===== src/sp_pkg.sv =====
package sp_pkg;

  // Sector geometry
  localparam int NUM_VM        = 4;
  localparam int PROJ_DEPTH    = 128;
  localparam int VM_PAGE_DEPTH = 64;
  localparam int STUB_DEPTH    = 16;

  // Largest accepted |z_proj - z_stub|
  localparam int MATCH_WINDOW  = 2;

  typedef logic [2:0]                          bx_t;
  typedef logic [$clog2(PROJ_DEPTH)-1:0]       proj_index_t;
  typedef logic [$clog2(VM_PAGE_DEPTH)-1:0]    vm_addr_t;
  typedef logic [$clog2(NUM_VM)-1:0]           vm_sel_t;
  typedef logic [5:0]                          zbin_t;
  typedef logic [$clog2(STUB_DEPTH)-1:0]       stub_index_t;
  typedef logic [$clog2(STUB_DEPTH+1)-1:0]     stub_count_t;
  typedef logic [7:0]                          cm_addr_t;

  // Word from the projection input memory
  typedef struct packed {
    proj_index_t index;
    vm_sel_t     vm;
    zbin_t       z;
  } proj_t;

  // VM field is implied by which memory holds the word
  typedef struct packed {
    proj_index_t index;
    zbin_t       z;
  } vmproj_t;

  typedef struct packed {
    zbin_t z;
  } stub_t;

  typedef struct packed {
    proj_index_t proj_index;
    stub_index_t stub_index;
  } cand_match_t;

  // Write side of a two-page VM projection memory
  typedef struct packed {
    logic        wr_en;
    logic        page;
    vm_addr_t    addr;
    vmproj_t     data;
    logic        nent_we;
    proj_index_t nent;
  } vmproj_wr_t;

  // Candidate-match write port
  typedef struct packed {
    logic        wr_en;
    cm_addr_t    addr;
    cand_match_t data;
  } cm_wr_t;

  typedef enum logic [1:0] {
    PR_IDLE,
    PR_READ,
    PR_DRAIN
  } pr_state_t;

  typedef enum logic [2:0] {
    ME_IDLE,
    ME_COUNT,
    ME_FETCH_PROJ,
    ME_SCAN,
    ME_NEXT
  } me_state_t;

endpackage


===== src/vmproj_memory.sv =====
module vmproj_memory (
  input  logic                clk,
  input  logic                reset,
  input  sp_pkg::vmproj_wr_t  wr,
  input  logic                rd_en,
  input  logic                rd_page,
  input  sp_pkg::vm_addr_t    rd_addr,
  output sp_pkg::vmproj_t     rd_data,
  output sp_pkg::proj_index_t nentries
);
  import sp_pkg::*;

  // Page is the top address bit
  vmproj_t     mem [2*VM_PAGE_DEPTH];
  proj_index_t nent [2];

  always_ff @(posedge clk)
  begin
    if (wr.wr_en)
      mem[{wr.page, wr.addr}] <= wr.data;
    if (rd_en)
      rd_data <= mem[{rd_page, rd_addr}];
  end

  always_ff @(posedge clk)
  begin
    if (reset)
    begin
      nent[0] <= '0;
      nent[1] <= '0;
    end
    else if (wr.nent_we)
    begin
      nent[wr.page] <= wr.nent;
    end
  end

  assign nentries = nent[rd_page];

  // A count past the page depth means earlier data writes wrapped
  // onto the start of the page
  assert property (@(posedge clk) disable iff (reset)
    wr.nent_we |-> int'(wr.nent) <= VM_PAGE_DEPTH)
    else $error("VM page overflow, count %0d", wr.nent);

endmodule


===== config.mk =====
export PLATFORM = sky130hd
export DESIGN_NAME = vmproj_memory
export DESIGN_NICKNAME = d
export VERILOG_FILES = /design/src/sp_pkg.sv /design/src/vmproj_memory.sv
export SDC_FILE = /design/constraint.sdc
export NUM_CORES = 2
export LEC_CHECK = 0
export ABC_AREA = 1
export BUFFER_PORTS_ARGS = -buffer_cell sky130_fd_sc_hd__buf_2
export CORE_UTILIZATION = 46
export DETAILED_ROUTE_END_ITERATION = 10
export GPL_TIMING_DRIVEN = 0
export PLACE_DENSITY = 0.72
export SLEW_MARGIN = 20
export SYNTH_ARGS = -nofsm -noshare
export SYNTH_HDL_FRONTEND = slang
export SYNTH_SLANG_ARGS = --single-unit

===== constraint.sdc =====
create_clock -name clk -period 2.3 [get_ports clk]
set_input_delay 0.23 -clock clk [delete_from_list [all_inputs] [get_ports clk]]
set_output_delay 0.23 -clock clk [all_outputs]
set_load 0.005 [all_outputs]

==> summary.txt <==
Largest net degree at the start of global routing: 92
Setup slack, reg-to-reg: 140 ps
Critical path arrival: 3040 ps
Netlist cell types: 15
Synth area leader: edfxtp_1
Via count: 48,843
Critical hold path startpoint: wr[23]
Avg WL per Cell: 28.72 µm
Leakage power: 27.98 nW
Status: complete, but fails checks
Clk slew on worst S/H paths: 60 ps
Vias in the first global route: 45,539
Worst-Skew Late Latency: 820 ps
PD cells: 824.2 mW/mm²
Final instance area: 0.07837 mm²
Sequential share of the synthesized area: 74.04%
Area of the mapped netlist: 0.06859 mm²
Startpoint Class: input pin
Total grt overflow: 0
Fin crit share: 104.4%
Reg2reg end: rd_data[2]$_DFFE_PP_
Buffer and inverter count on the worst path: 4
Cells along the critical path: buf_2 > buf_2 > clkbuf_2 > buf_2 > nand3_1 > nand3_1 > nand2_1 > nand2_1 > nand3_1 > nand2_1 > nand2_1 > nand2_1
CP max stage cell: buf_2
Max FO, Critical Path: 10
Initial DRC count: 7,894
Rows: 141
Yosys warns: 0
Mapped Avg Cell Area: 11.93 µm²
Final hold viol count: 0
DP Area: 0.07300 mm²
Final nets: 6,120
Critical path class: in -> reg
Top layer in use: met5
TritonCTS clock tree: yes
First-pass GRT wire length: 325,200 µm
Slew @ Worst Pin: 1075 ps
CP most frequent cell: nand2_1
RSZ-0062 raised after global routing: false
Die width: 388.1 µm
Fillers: 12,157
Setup TNS: -844.5 ps
Main area contributors after synthesis: edfxtp_1 (74%), nand3_1 (11%), nand2_1 (11%)
Worst reg-to-reg path cell count: 10
Hold Path Class: in -> reg
Area Overhead vs Synth: 14.26%
Sequential Area: 0.05078 mm²
CTS Buffer Depth: 3
Clock Sink Count: 1,691
Detail Route Antenna Nets: 0
Post-route clock skew: 25.02 ps
Core Util, Final: 53.01%
WL final: 233,800 µm
Min-Delay Endpoint: mem[81][10]$_DFFE_PP_
Root Buffer: clkbuf_16
Worst VDD drop: 0.6934 mV
Fin. max-slew vios: 0
Fraction of layout cells with a size suffix above 1: 12.36%
# DRC: 0
CP top delay family: buffers and inverters
Core ar.: 0.1478 mm²
Failing checks: setup timing
Ports: 59
DR vias/cell: 5.998
Critical Path End Type: register
Syn Nets: 5,789
Routed wl met2: 102,000 µm
Global-route usage over all layers: 30.60%
Most frequent cells in the layout: nand2_1 (1,985), edfxtp_1 (1,691), nand3_1 (1,513), buf_2 (226), clkbuf_16 (166)
Initial Utilization: 46.39%
Max incr delay on CP: 520 ps
Max Cap Viol: 0
Multi-input logic area: 0.01596 mm²
Worst path required time: 2940 ps
Full die area: 0.1506 mm²
I/O Buffers: 54
Die Y: 388.1 µm
Fmax: 416.5 MHz
Initial antenna violation count: 14
FF-to-FF Start: mem[67][2]$_DFFE_PP_
Hold depth: 4
DRT Pass-1 Iters: 8
M1 WL: 82,240 µm
Cells after Synth: 5,750
Fin worst setup slack: -100.9 ps
Area fraction of the dominant cell type after synthesis: 74.04%
CTS Buf Count: 163
Post-DP HPWL: 161,000 µm
Pre-CTS setup slack: -1460 ps
Commonest non-fill, non-tap cell in the layout: nand2_1
Final setup vio count: 23
Met3 Routed Length: 35,820 µm
Number of synthesized register bits: 1,691
Worst slew margin: 28.27%
Tmin final: 2401 ps
Max H-tree Level: 4
Routability congestion estimate: 1.056
[power by group]
group	switching [mW]	internal (mW)	total, mW
logic	3.78	1.14	4.92
clock network	11.7	13.9	25.6
registers	0.0409	34.1	34.1
[kinds of logic (layout without fill, tap and decap cells)]
| logic type | after synthesis | in the layout | share of synthesized area [%] |
|---|---|---|---|
| and+or+nand+nor | 3653 | 3653 | 22.77 |
| DFF | 1691 | 1691 | 74.04 |
| buffers and inverters | 406 | 862 | 3.196 |
| other | 0 | 7 | 0 |
[layout make-up]
| cell class | count | area share, % |
|---|---|---|
| inverters | 32 | 0.1565 |
| flip-flops and latches | 1691 | 64.80 |
| well taps | 1930 | 3.081 |
| plain buffers | 374 | 2.730 |
| multi-input cells | 3653 | 20.37 |
| clock inverters | 90 | 0.8893 |
| repair buffers | 166 | 2.494 |
| diodes | 7 | 0.02235 |
| clock buffers | 200 | 5.464 |
[state kept, by name (all words and copies together) (netlist names)]
name and count:
mem 1664, rd_data 13, nent 14
[worst register-to-register path: stages, from the launching register on]
cell and delay, ps:
edfxtp_1 350, nand2_1 70, nand3_1 70, nand3_1 140
nand3_1 280, nand2_1 320, nand2_1 90, nand3_1 100
nand2_1 100, nand2_1 160, nand2_1 180
[metrics by stage]
step                      total power [mW]  hold slack (ps)  cells
final                                64.59            79.08   8143
after global routing                 65.82            75.40   8136
after detailed placement             39.40            543.5   7816
after global placement               39.25            540.7   7734
after floorplan                      36.96            328.9   5750
after CTS                            64.30            16.58   8135
[cells in the mapped netlist]
master and n:
buf_4 39, inv_4 1, inv_1 27, nor3_1 8, nand3_1 1513, buf_1 40
edfxtp_1 1691, buf_2 196, buf_8 3, clkbuf_1 64, inv_2 2, nor2_1 147
buf_6 32, clkinv_1 2, nand2_1 1985
[per-layer routing]
| metal | GRT usage [%] | up-vias |
|---|---|---|
| li1 | - | 21002 |
| met1 | 40.22 | 23456 |
| met2 | 45.19 | 3762 |
| met3 | 10.15 | 609 |
| met4 | 16.04 | 14 |
| met5 | 0 | - |
[how the worst max path moves through the flow]
stage / startpoint / to / slack, ps / cells after the start
after floorplan: wr[28] / mem[106][0]$_DFFE_PP_ / 480 / 4
after global placement: rd_addr[3] / rd_data[2]$_DFFE_PP_ / -1460 / 10
after detailed placement: rd_addr[2] / rd_data[5]$_DFFE_PP_ / -1460 / 12
after CTS: rd_addr[1] / rd_data[5]$_DFFE_PP_ / 30 / 14
after global routing: rd_addr[1] / rd_data[12]$_DFFE_PP_ / 2 / 13
final: rd_addr[2] / rd_data[3]$_DFFE_PP_ / -100 / 12
[timing repair]
item	CTS	global route
buffers inserted	0	0
setup endpoints to repair	13	13
hold buffers	29	0
gates resized for setup	17	14
hold endpoints to repair	725	0
Note: power is estimated with default switching activity, not from simulation.
