## config.mk

```make
export PLATFORM = sky130hd
export DESIGN_NAME = projection_router
export DESIGN_NICKNAME = d
export VERILOG_FILES = /design/src/sp_pkg.sv /design/src/projection_router.sv
export SDC_FILE = /design/constraint.sdc
export NUM_CORES = 1
export LEC_CHECK = 0
export ABC_AREA = 0
export BUFFER_PORTS_ARGS = -buffer_cell sky130_fd_sc_hd__buf_4
export CORE_MARGIN = 4
export CORE_UTILIZATION = 31
export DETAILED_ROUTE_END_ITERATION = 16
export GPL_ROUTABILITY_DRIVEN = 1
export GPL_TIMING_DRIVEN = 0
export HOLD_SLACK_MARGIN = 0.05
export MAX_ROUTING_LAYER = met4
export PLACE_DENSITY_LB_ADDON = 0.15
export SETUP_SLACK_MARGIN = 0.4
export SYNTH_ARGS = -nofsm -noshare
export SYNTH_HDL_FRONTEND = slang
export SYNTH_SLANG_ARGS = --single-unit
```

## constraint.sdc

```tcl
create_clock -name clk -period 5.4 [get_ports clk]
set_input_delay 1.08 -clock clk [delete_from_list [all_inputs] [get_ports clk]]
set_output_delay 1.08 -clock clk [all_outputs]
set_load 0.1 [all_outputs]
```

## src/sp_pkg.sv

```systemverilog
package sp_pkg;

  // Sector geometry
  localparam int NUM_VM        = 4;
  localparam int PROJ_DEPTH    = 128;
  localparam int VM_PAGE_DEPTH = 64;
  localparam int STUB_DEPTH    = 16;

  // Largest accepted |z_proj - z_stub|
  localparam int MATCH_WINDOW  = 2;

  typedef logic [2:0]                          bx_t;
  typedef logic [$clog2(PROJ_DEPTH)-1:0]       proj_index_t;
  typedef logic [$clog2(VM_PAGE_DEPTH)-1:0]    vm_addr_t;
  typedef logic [$clog2(NUM_VM)-1:0]           vm_sel_t;
  typedef logic [5:0]                          zbin_t;
  typedef logic [$clog2(STUB_DEPTH)-1:0]       stub_index_t;
  typedef logic [$clog2(STUB_DEPTH+1)-1:0]     stub_count_t;
  typedef logic [7:0]                          cm_addr_t;

  // Word from the projection input memory
  typedef struct packed {
    proj_index_t index;
    vm_sel_t     vm;
    zbin_t       z;
  } proj_t;

  // VM field is implied by which memory holds the word
  typedef struct packed {
    proj_index_t index;
    zbin_t       z;
  } vmproj_t;

  typedef struct packed {
    zbin_t z;
  } stub_t;

  typedef struct packed {
    proj_index_t proj_index;
    stub_index_t stub_index;
  } cand_match_t;

  // Write side of a two-page VM projection memory
  typedef struct packed {
    logic        wr_en;
    logic        page;
    vm_addr_t    addr;
    vmproj_t     data;
    logic        nent_we;
    proj_index_t nent;
  } vmproj_wr_t;

  // Candidate-match write port
  typedef struct packed {
    logic        wr_en;
    cm_addr_t    addr;
    cand_match_t data;
  } cm_wr_t;

  typedef enum logic [1:0] {
    PR_IDLE,
    PR_READ,
    PR_DRAIN
  } pr_state_t;

  typedef enum logic [2:0] {
    ME_IDLE,
    ME_COUNT,
    ME_FETCH_PROJ,
    ME_SCAN,
    ME_NEXT
  } me_state_t;

endpackage

```

## src/projection_router.sv

```systemverilog
module projection_router (
  input  logic                clk,
  input  logic                reset,
  input  logic                start,
  input  sp_pkg::bx_t         bx,
  input  sp_pkg::proj_index_t nentries,
  output logic                rd_en,
  output sp_pkg::proj_index_t rd_addr,
  input  sp_pkg::proj_t       rd_data,
  output sp_pkg::vmproj_wr_t  vm_wr [sp_pkg::NUM_VM],
  output sp_pkg::bx_t         bx_o,
  output logic                route_done
);
  import sp_pkg::*;

  pr_state_t   state;
  logic        rd_valid;
  logic        accept;
  bx_t         bx_q;
  proj_index_t wr_cnt [NUM_VM];

  assign accept = (state == PR_IDLE) && start;

  // Read sequencer
  always_ff @(posedge clk)
  begin
    if (reset)
    begin
      state    <= PR_IDLE;
      rd_en    <= 1'b0;
      rd_addr  <= '0;
      rd_valid <= 1'b0;
    end
    else
    begin
      rd_valid <= rd_en;
      case (state)
        PR_IDLE:
        begin
          if (start)
          begin
            state   <= PR_READ;
            rd_en   <= (nentries != '0);
            rd_addr <= '0;
          end
        end
        PR_READ:
        begin
          // Last read data lands in the cycle with rd_en already low
          if (!rd_en)
            state <= PR_DRAIN;
          else if (rd_addr == nentries - 1'b1)
            rd_en <= 1'b0;
          else
            rd_addr <= rd_addr + 1'b1;
        end
        default:
        begin
          state <= PR_IDLE;
        end
      endcase
    end
  end

  always_ff @(posedge clk)
  begin
    if (accept)
      bx_q <= bx;
  end

  // Next free address per VM and the final entry count
  always_ff @(posedge clk)
  begin
    for (int v = 0; v < NUM_VM; v++)
    begin
      if (reset || accept)
        wr_cnt[v] <= '0;
      else if (vm_wr[v].wr_en)
        wr_cnt[v] <= wr_cnt[v] + 1'b1;
    end
  end

  always_comb
  begin
    for (int v = 0; v < NUM_VM; v++)
    begin
      vm_wr[v].wr_en      = rd_valid && (rd_data.vm == vm_sel_t'(v));
      vm_wr[v].page       = bx_q[0];
      vm_wr[v].addr       = vm_addr_t'(wr_cnt[v]);
      vm_wr[v].data.index = rd_data.index;
      vm_wr[v].data.z     = rd_data.z;
      vm_wr[v].nent_we    = (state == PR_DRAIN);
      vm_wr[v].nent       = wr_cnt[v];
    end
  end

  assign bx_o       = bx_q;
  assign route_done = (state == PR_DRAIN);

  assert property (@(posedge clk) disable iff (reset)
    rd_en |-> state == PR_READ)
    else $error("projection read issued outside READ");

endmodule

```

==> results of run 1 <==
cells in the mapped netlist:
master,instances,share of area
nor3b_2,1,0.0044
nor2_1,37,0.048
dfxtp_1,11,0.077
or2_1,1,0.0022
o211ai_2,1,0.0044
nand3b_1,2,0.0052
ha_1,6,0.026
buf_4,86,0.23
nand4_1,2,0.0044
or3_1,7,0.015
nor3b_1,1,0.0026
nor3_4,1,0.0057
nor2b_1,2,0.0044
and4_1,1,0.0031
inv_1,5,0.0065
o31a_1,1,0.0031
xnor2_1,13,0.040
edfxtp_1,31,0.32
xnor2_2,2,0.011
mux2i_1,8,0.028
clkbuf_1,1,0.0013
and3b_1,1,0.0031
nor3_1,1,0.0017
nand3_1,11,0.019
a211oi_4,1,0.0070
o21ai_1,3,0.0052
xor2_1,13,0.040
a21oi_1,3,0.0052
a31oi_4,1,0.0074
a31oi_1,6,0.013
and3_1,12,0.026
nand2_1,17,0.022
o22a_1,1,0.0031
and4bb_2,1,0.0044
worst max-delay path by stage:
stage	start	to	slack (ns)	depth (start not counted)
finish	rd_data[6]	vm_wr[115]	2.36	3
global route	start	wr_cnt[1][2]$_SDFFCE_PN0P_	2.22	5
CTS	rd_data[6]	vm_wr[115]	2.33	3
detailed placement	start	wr_cnt[1][4]$_SDFFCE_PN0P_	2.05	5
global placement	start	wr_cnt[1][6]$_SDFFCE_PN0P_	2.12	5
floorplan	rd_data[6]	vm_wr[115]	0.91	1
layout by cell type, fill, tap and decap left out, types with 7 or more instances in the layout:
cell type  count
dfxtp_1       11
xnor2_1       13
and3_1        12
nand2_1       17
buf_4        228
xor2_1        13
mux2i_1        8
nor2_1        37
nand3_1       11
or3_1          7
edfxtp_1      31
area by class of cell:
class                   count  area (um2)
clock inverters             2        12.5
well taps                 108         135
clock buffers               6        82.6
plain buffers              87         649
inverters                   5        18.8
repair buffers            142        1070
fillers                   850        4680
multi-input cells         157        1050
flip-flops and latches     42        1150
logic make-up (layout without fill, tap and decap cells):
| family | Yosys count | in the layout | share of synthesized area |
|---|---|---|---|
| AND/OR/NAND/NOR | 98 | 98 | 0.172 |
| multiplexers | 8 | 8 | 0.0279 |
| flip-flops | 42 | 42 | 0.401 |
| AO/OA/AOI/OAI | 17 | 17 | 0.0484 |
| buffers and inverters | 92 | 242 | 0.233 |
| XOR/XNOR | 28 | 28 | 0.0908 |
| adder cells (fa/ha/maj) | 6 | 6 | 0.0262 |
where the power goes:
part           switching, W  internal [W]
Sequential        0.0000221      0.000367
Combinational      0.000463      0.000136
Clock              0.000108      0.000103
Total              0.000593      0.000606
metrics by stage:
step,hold slack (ns),cell area (um2)
2_1_floorplan,0.512,2870
3_3_place_gp,0.492,4070
3_5_place_dp,0.503,4070
4_1_cts,0.522,4160
5_1_grt,0.560,4160
6_report,0.520,4160
critical path, cell delays in order:
cell     delay [ns]
buf_4          0.12
nor3b_1        0.38
buf_4          0.37
per-layer routing:
layer / global-route usage / wire (um)
met5: - / 0
met4: 0.0313 / 66
met3: 0.0348 / 519
met2: 0.211 / 3250
met1: 0.158 / 3020
sequential cells by signal, indices dropped and copies added, names as in the netlist:
name,cells
rd_en,1
rd_valid,1
wr_cnt,28
bx_o,3
rd_addr,7
state,2
==> results.yml, run 1 <==
outcome:
  status: "finished clean"
timing:
  setup_tns_ns: 0
  fin_crit_sh: 0.563
  max_freq_mhz: 329
  period_minus_slack_ns: 3.04
  setup-violations-final: 0
  tightest_slew_ns: 0.764
  rsz0062_at_grt: "false"
  hold_viol_final: 0
  worst_slack_ns: 2.36
  max_slew_margin: 0.489
  slew_viol_final: 0
  clock_skew_ns: 0.0109
detailed_routing:
  vias_per_cell: 4.36
  routedWlPerCell_um: 12.5
  wirelength_mm: 6.85
  vias: 2396
  drt_iter0_drc: 72
  drtPass1Iterations: 4
  drc: 0
  ant_nets: 0
layout:
  area_delta_synth_final_pct: 45.2
  num-nets-final: 474
  utilization: 0.471
  n_antenna_cell: 0
  fin_cells: 549
  drive_above_1_share: 0.553
critical_path:
  timing_worst_setup_path_type: "in2out"
  arrival_ns: 1.96
  path_max_fanout: 5
  r2r-start: "state[0]$_SDFFE_PP0P_"
  r2r.worst_path.cells: 5
  cp.required_ns: 4.32
  r2r_slack_ns: 2.86
  startpoint_type: "input port"
  endpoint_kind: "primary output"
  r2r-end: "wr_cnt[1][2]$_SDFFCE_PN0P_"
place:
  place.gp.congestion: 0.800
  dp_hpwl_mm: 5.59
  pre_cts_ws_ns: 2.05
  place_inst: 541
  port_buffers: 142
global_route:
  first_global_vias: 2445
  antenna_found_initial: 0
  grt_overflow_total: 0
  grt_max_degree: 14
  grt_use_total: 0.128
  grt_pass1_wl_mm: 11.5
clock_network:
  clock-sinks: 42
  clk_pin_slew_ns: 0.08
  clk_path_buf_depth: 2
  root_buffer: "clkbuf_8"
  postCtsSetupBuffers: 0
  cts_resized: 0
  cts_max_level: 2
  holdBufCountCts: 0
  numCtsBuffers: 5
  cts_tree: "done"
  worstSkewPairLatency_ns: 0.30
min_path:
  hold_depth: 1
  hold_end: "state[1]$_SDFFE_PP0P_"
  min-delay-start: "rd_en$_SDFFE_PP0P_"
  hp-class: "reg2reg"
die:
  die_w_um: 104
  fp.coreArea_mm2: 0.00885
  num_io_pins: 156
  initial_utilization: 0.324
  dieArea_mm2: 0.0109
  rows: 34
  die_height_um: 104
yosys:
  synthDistinctLibCells: 34
  synth_seq_cells: 42
  synth_fp_nets: 325
  ys_seq_area_frac: 0.401
  synth_cells: 291
  syn_area_per_cell_um2: 9.85
  ys_warn_count: 0
  synth.cell_area_mm2: 0.00287
run:
  drv_cap: 0
pwr:
  powerDensity_mw_per_mm2: 288
  power_w: 0.00120
  ir_drop_mv: 0.122
  leakage_nw: 2.01
No activity file was read; power rests on OpenSTA's default activity.
==> run 2: changes to the inputs <==
==> constraint.sdc (replaced) <==
create_clock -name clk -period 2.9 [get_ports clk]
set_input_delay 0.58 -clock clk [delete_from_list [all_inputs] [get_ports clk]]
set_output_delay 0.58 -clock clk [all_outputs]
set_load 0.1 [all_outputs]
==> run 2 against run 1 <==
  * Sequential share of layout area decreased by 0.44 points
  * Critical path depth increased by 2
  * Clock-buffer cell count decreased by 1
  * Sequential cell count unchanged
  * Critical endpoint is now wr_cnt[2][6]$_SDFFCE_PN0P_
  * Clock skew decreased by 0.0049 ns
==> results.yml, run 2 (synthesis gave the netlist of run 1 again) <==
outcome:
  status: "finished clean"
min_path:
  hp-class: "in2reg"
  hold_end: "bx_o[0]$_DFFE_PP_"
  hold_depth: 1
  min-delay-start: "bx[0]"
critical_path:
  timing_worst_setup_path_type: "reg2reg"
  r2r.worst_path.cells: 5
  r2r-end: "wr_cnt[2][6]$_SDFFCE_PN0P_"
  crit_chain: "buf_4, nor3b_4, nor2_1, clkbuf_1, o21ai_1"
  r2r-start: "state[0]$_SDFFE_PP0P_"
  crit_path_max_incr_delay_ns: 0.48
  arrival_ns: 2.26
  endpoint_kind: "flop"
  path_max_fanout: 11
  r2r_slack_ns: 0.57
  cp_slowest_cell: "nor3b_4"
  cp.required_ns: 2.83
  startpoint_type: "flop"
timing:
  setup-violations-final: 0
  tightest_slew_ns: 0.637
  hold_viol_final: 0
  rsz0062_at_grt: "true"
  max_slew_margin: 0.573
  clock_skew_ns: 0.00601
  period_minus_slack_ns: 2.33
  setup_tns_ns: 0
  max_freq_mhz: 429
  fin_crit_sh: 0.804
  slew_viol_final: 0
run:
  drv_cap: 0
layout:
  n_fill_cell: 878
  drive_above_1_share: 0.562
  final_common_cell: "buf_4"
  n_antenna_cell: 0
  num-nets-final: 474
  fin_cells: 549
  area_delta_synth_final_pct: 47.6
  fin_area_mm2: 0.00423
  layout_common_cells: "buf_4 (228), nor2_1 (35), edfxtp_1 (31)"
  regMostFlops: "wr_cnt"
  largest_reg_flops: 28
die:
  die_height_um: 104
  num_io_pins: 156
  initial_utilization: 0.324
  die_w_um: 104
  rows: 34
  dieArea_mm2: 0.0109
  fp.coreArea_mm2: 0.00885
place:
  port_buffers: 142
  place_area_mm2: 0.00409
  place_inst: 541
  place.gp.congestion: 0.771
  dp_hpwl_mm: 5.46
clock_network:
  cts_tree: "done"
  root_buffer: "clkbuf_8"
  clk_path_buf_depth: 2
  numCtsBuffers: 5
  cts_max_level: 2
  clock-sinks: 42
  worstSkewPairLatency_ns: 0.29
  clk_pin_slew_ns: 0.09
detailed_routing:
  drc: 0
  drt_iter0_drc: 90
  vias_per_cell: 4.35
  drtPass1Iterations: 4
  ant_nets: 0
  wirelength_mm: 6.84
  vias: 2390
  routedWlPerCell_um: 12.5
pwr:
  ir_drop_mv: 0.218
  power_w: 0.00241
  powerDensity_mw_per_mm2: 568
  leakage_nw: 2.04
global_route:
  grt_max_degree: 15
  first_global_vias: 2436
  grt_use_total: 0.128
  grt_overflow_total: 0
  antenna_found_initial: 0
  grt_pass1_wl_mm: 11.4
run 2: routing by layer:
metal / share of wire / global-route usage / routed length, um
met5: 0 / - / 0
met4: 0.014 / 0.0351 / 97
met3: 0.074 / 0.0317 / 504
met2: 0.49 / 0.216 / 3370
met1: 0.42 / 0.152 / 2870
run 2: worst max-delay path: cells and delay by family, from the launching register on:
family | cells | cell delay, ns
flops | 1 | 0.31
compound gates | 1 | 0.44
simple gates | 2 | 0.74
buf+inv | 2 | 0.48
run 2: through the flow:
stage	hold WS [ns]	utilization	setup slack, ns
floorplan	0.511	-	0.539
global placement	0.499	0.462	0.102
detailed placement	0.502	0.462	0.0657
CTS	0.445	0.478	0.506
global route	0.443	0.478	0.384
finish	0.457	0.478	0.568
run 2: how the worst max path moves through the flow:
stage                                      from                         end  cells after the start
after floorplan           state[1]$_SDFFE_PP0P_                   vm_wr[36]                      2
after global placement                    start  wr_cnt[1][6]$_SDFFCE_PN0P_                      5
after detailed placement                  start  wr_cnt[2][5]$_SDFFCE_PN0P_                      5
after CTS                 state[0]$_SDFFE_PP0P_  wr_cnt[2][5]$_SDFFCE_PN0P_                      5
after global routing      state[0]$_SDFFE_PP0P_  wr_cnt[1][4]$_SDFFCE_PN0P_                      5
final                     state[0]$_SDFFE_PP0P_  wr_cnt[2][6]$_SDFFCE_PN0P_                      5
run 2: area by class of cell:
class                      count  area, um2  share of cell area
timing repair buffer         142       1070               0.252
inverter                       5       18.8             0.00444
tap                          108        135              0.0319
multi-input combinational    157       1070               0.254
buffer                        87        649               0.153
clock inverter                 3       68.8              0.0163
clock buffer                   5       68.8              0.0163
sequential                    42       1150               0.272
run 2: timing repair:
item                       4_1_cts  5_1_grt
hold buffers                     0        0
resized for setup                1        0
setup buffers                    0        0
cloned                           0        0
setup endpoints to repair       14        9
run 2: power breakdown:
group / switching (W) / total, W / internal [W]
registers: 0.0000409 / 0.000723 / 0.000683
logic: 0.000863 / 0.00112 / 0.000256
clock network: 0.000218 / 0.000563 / 0.000345
total: 0.00112 / 0.00241 / 0.00128
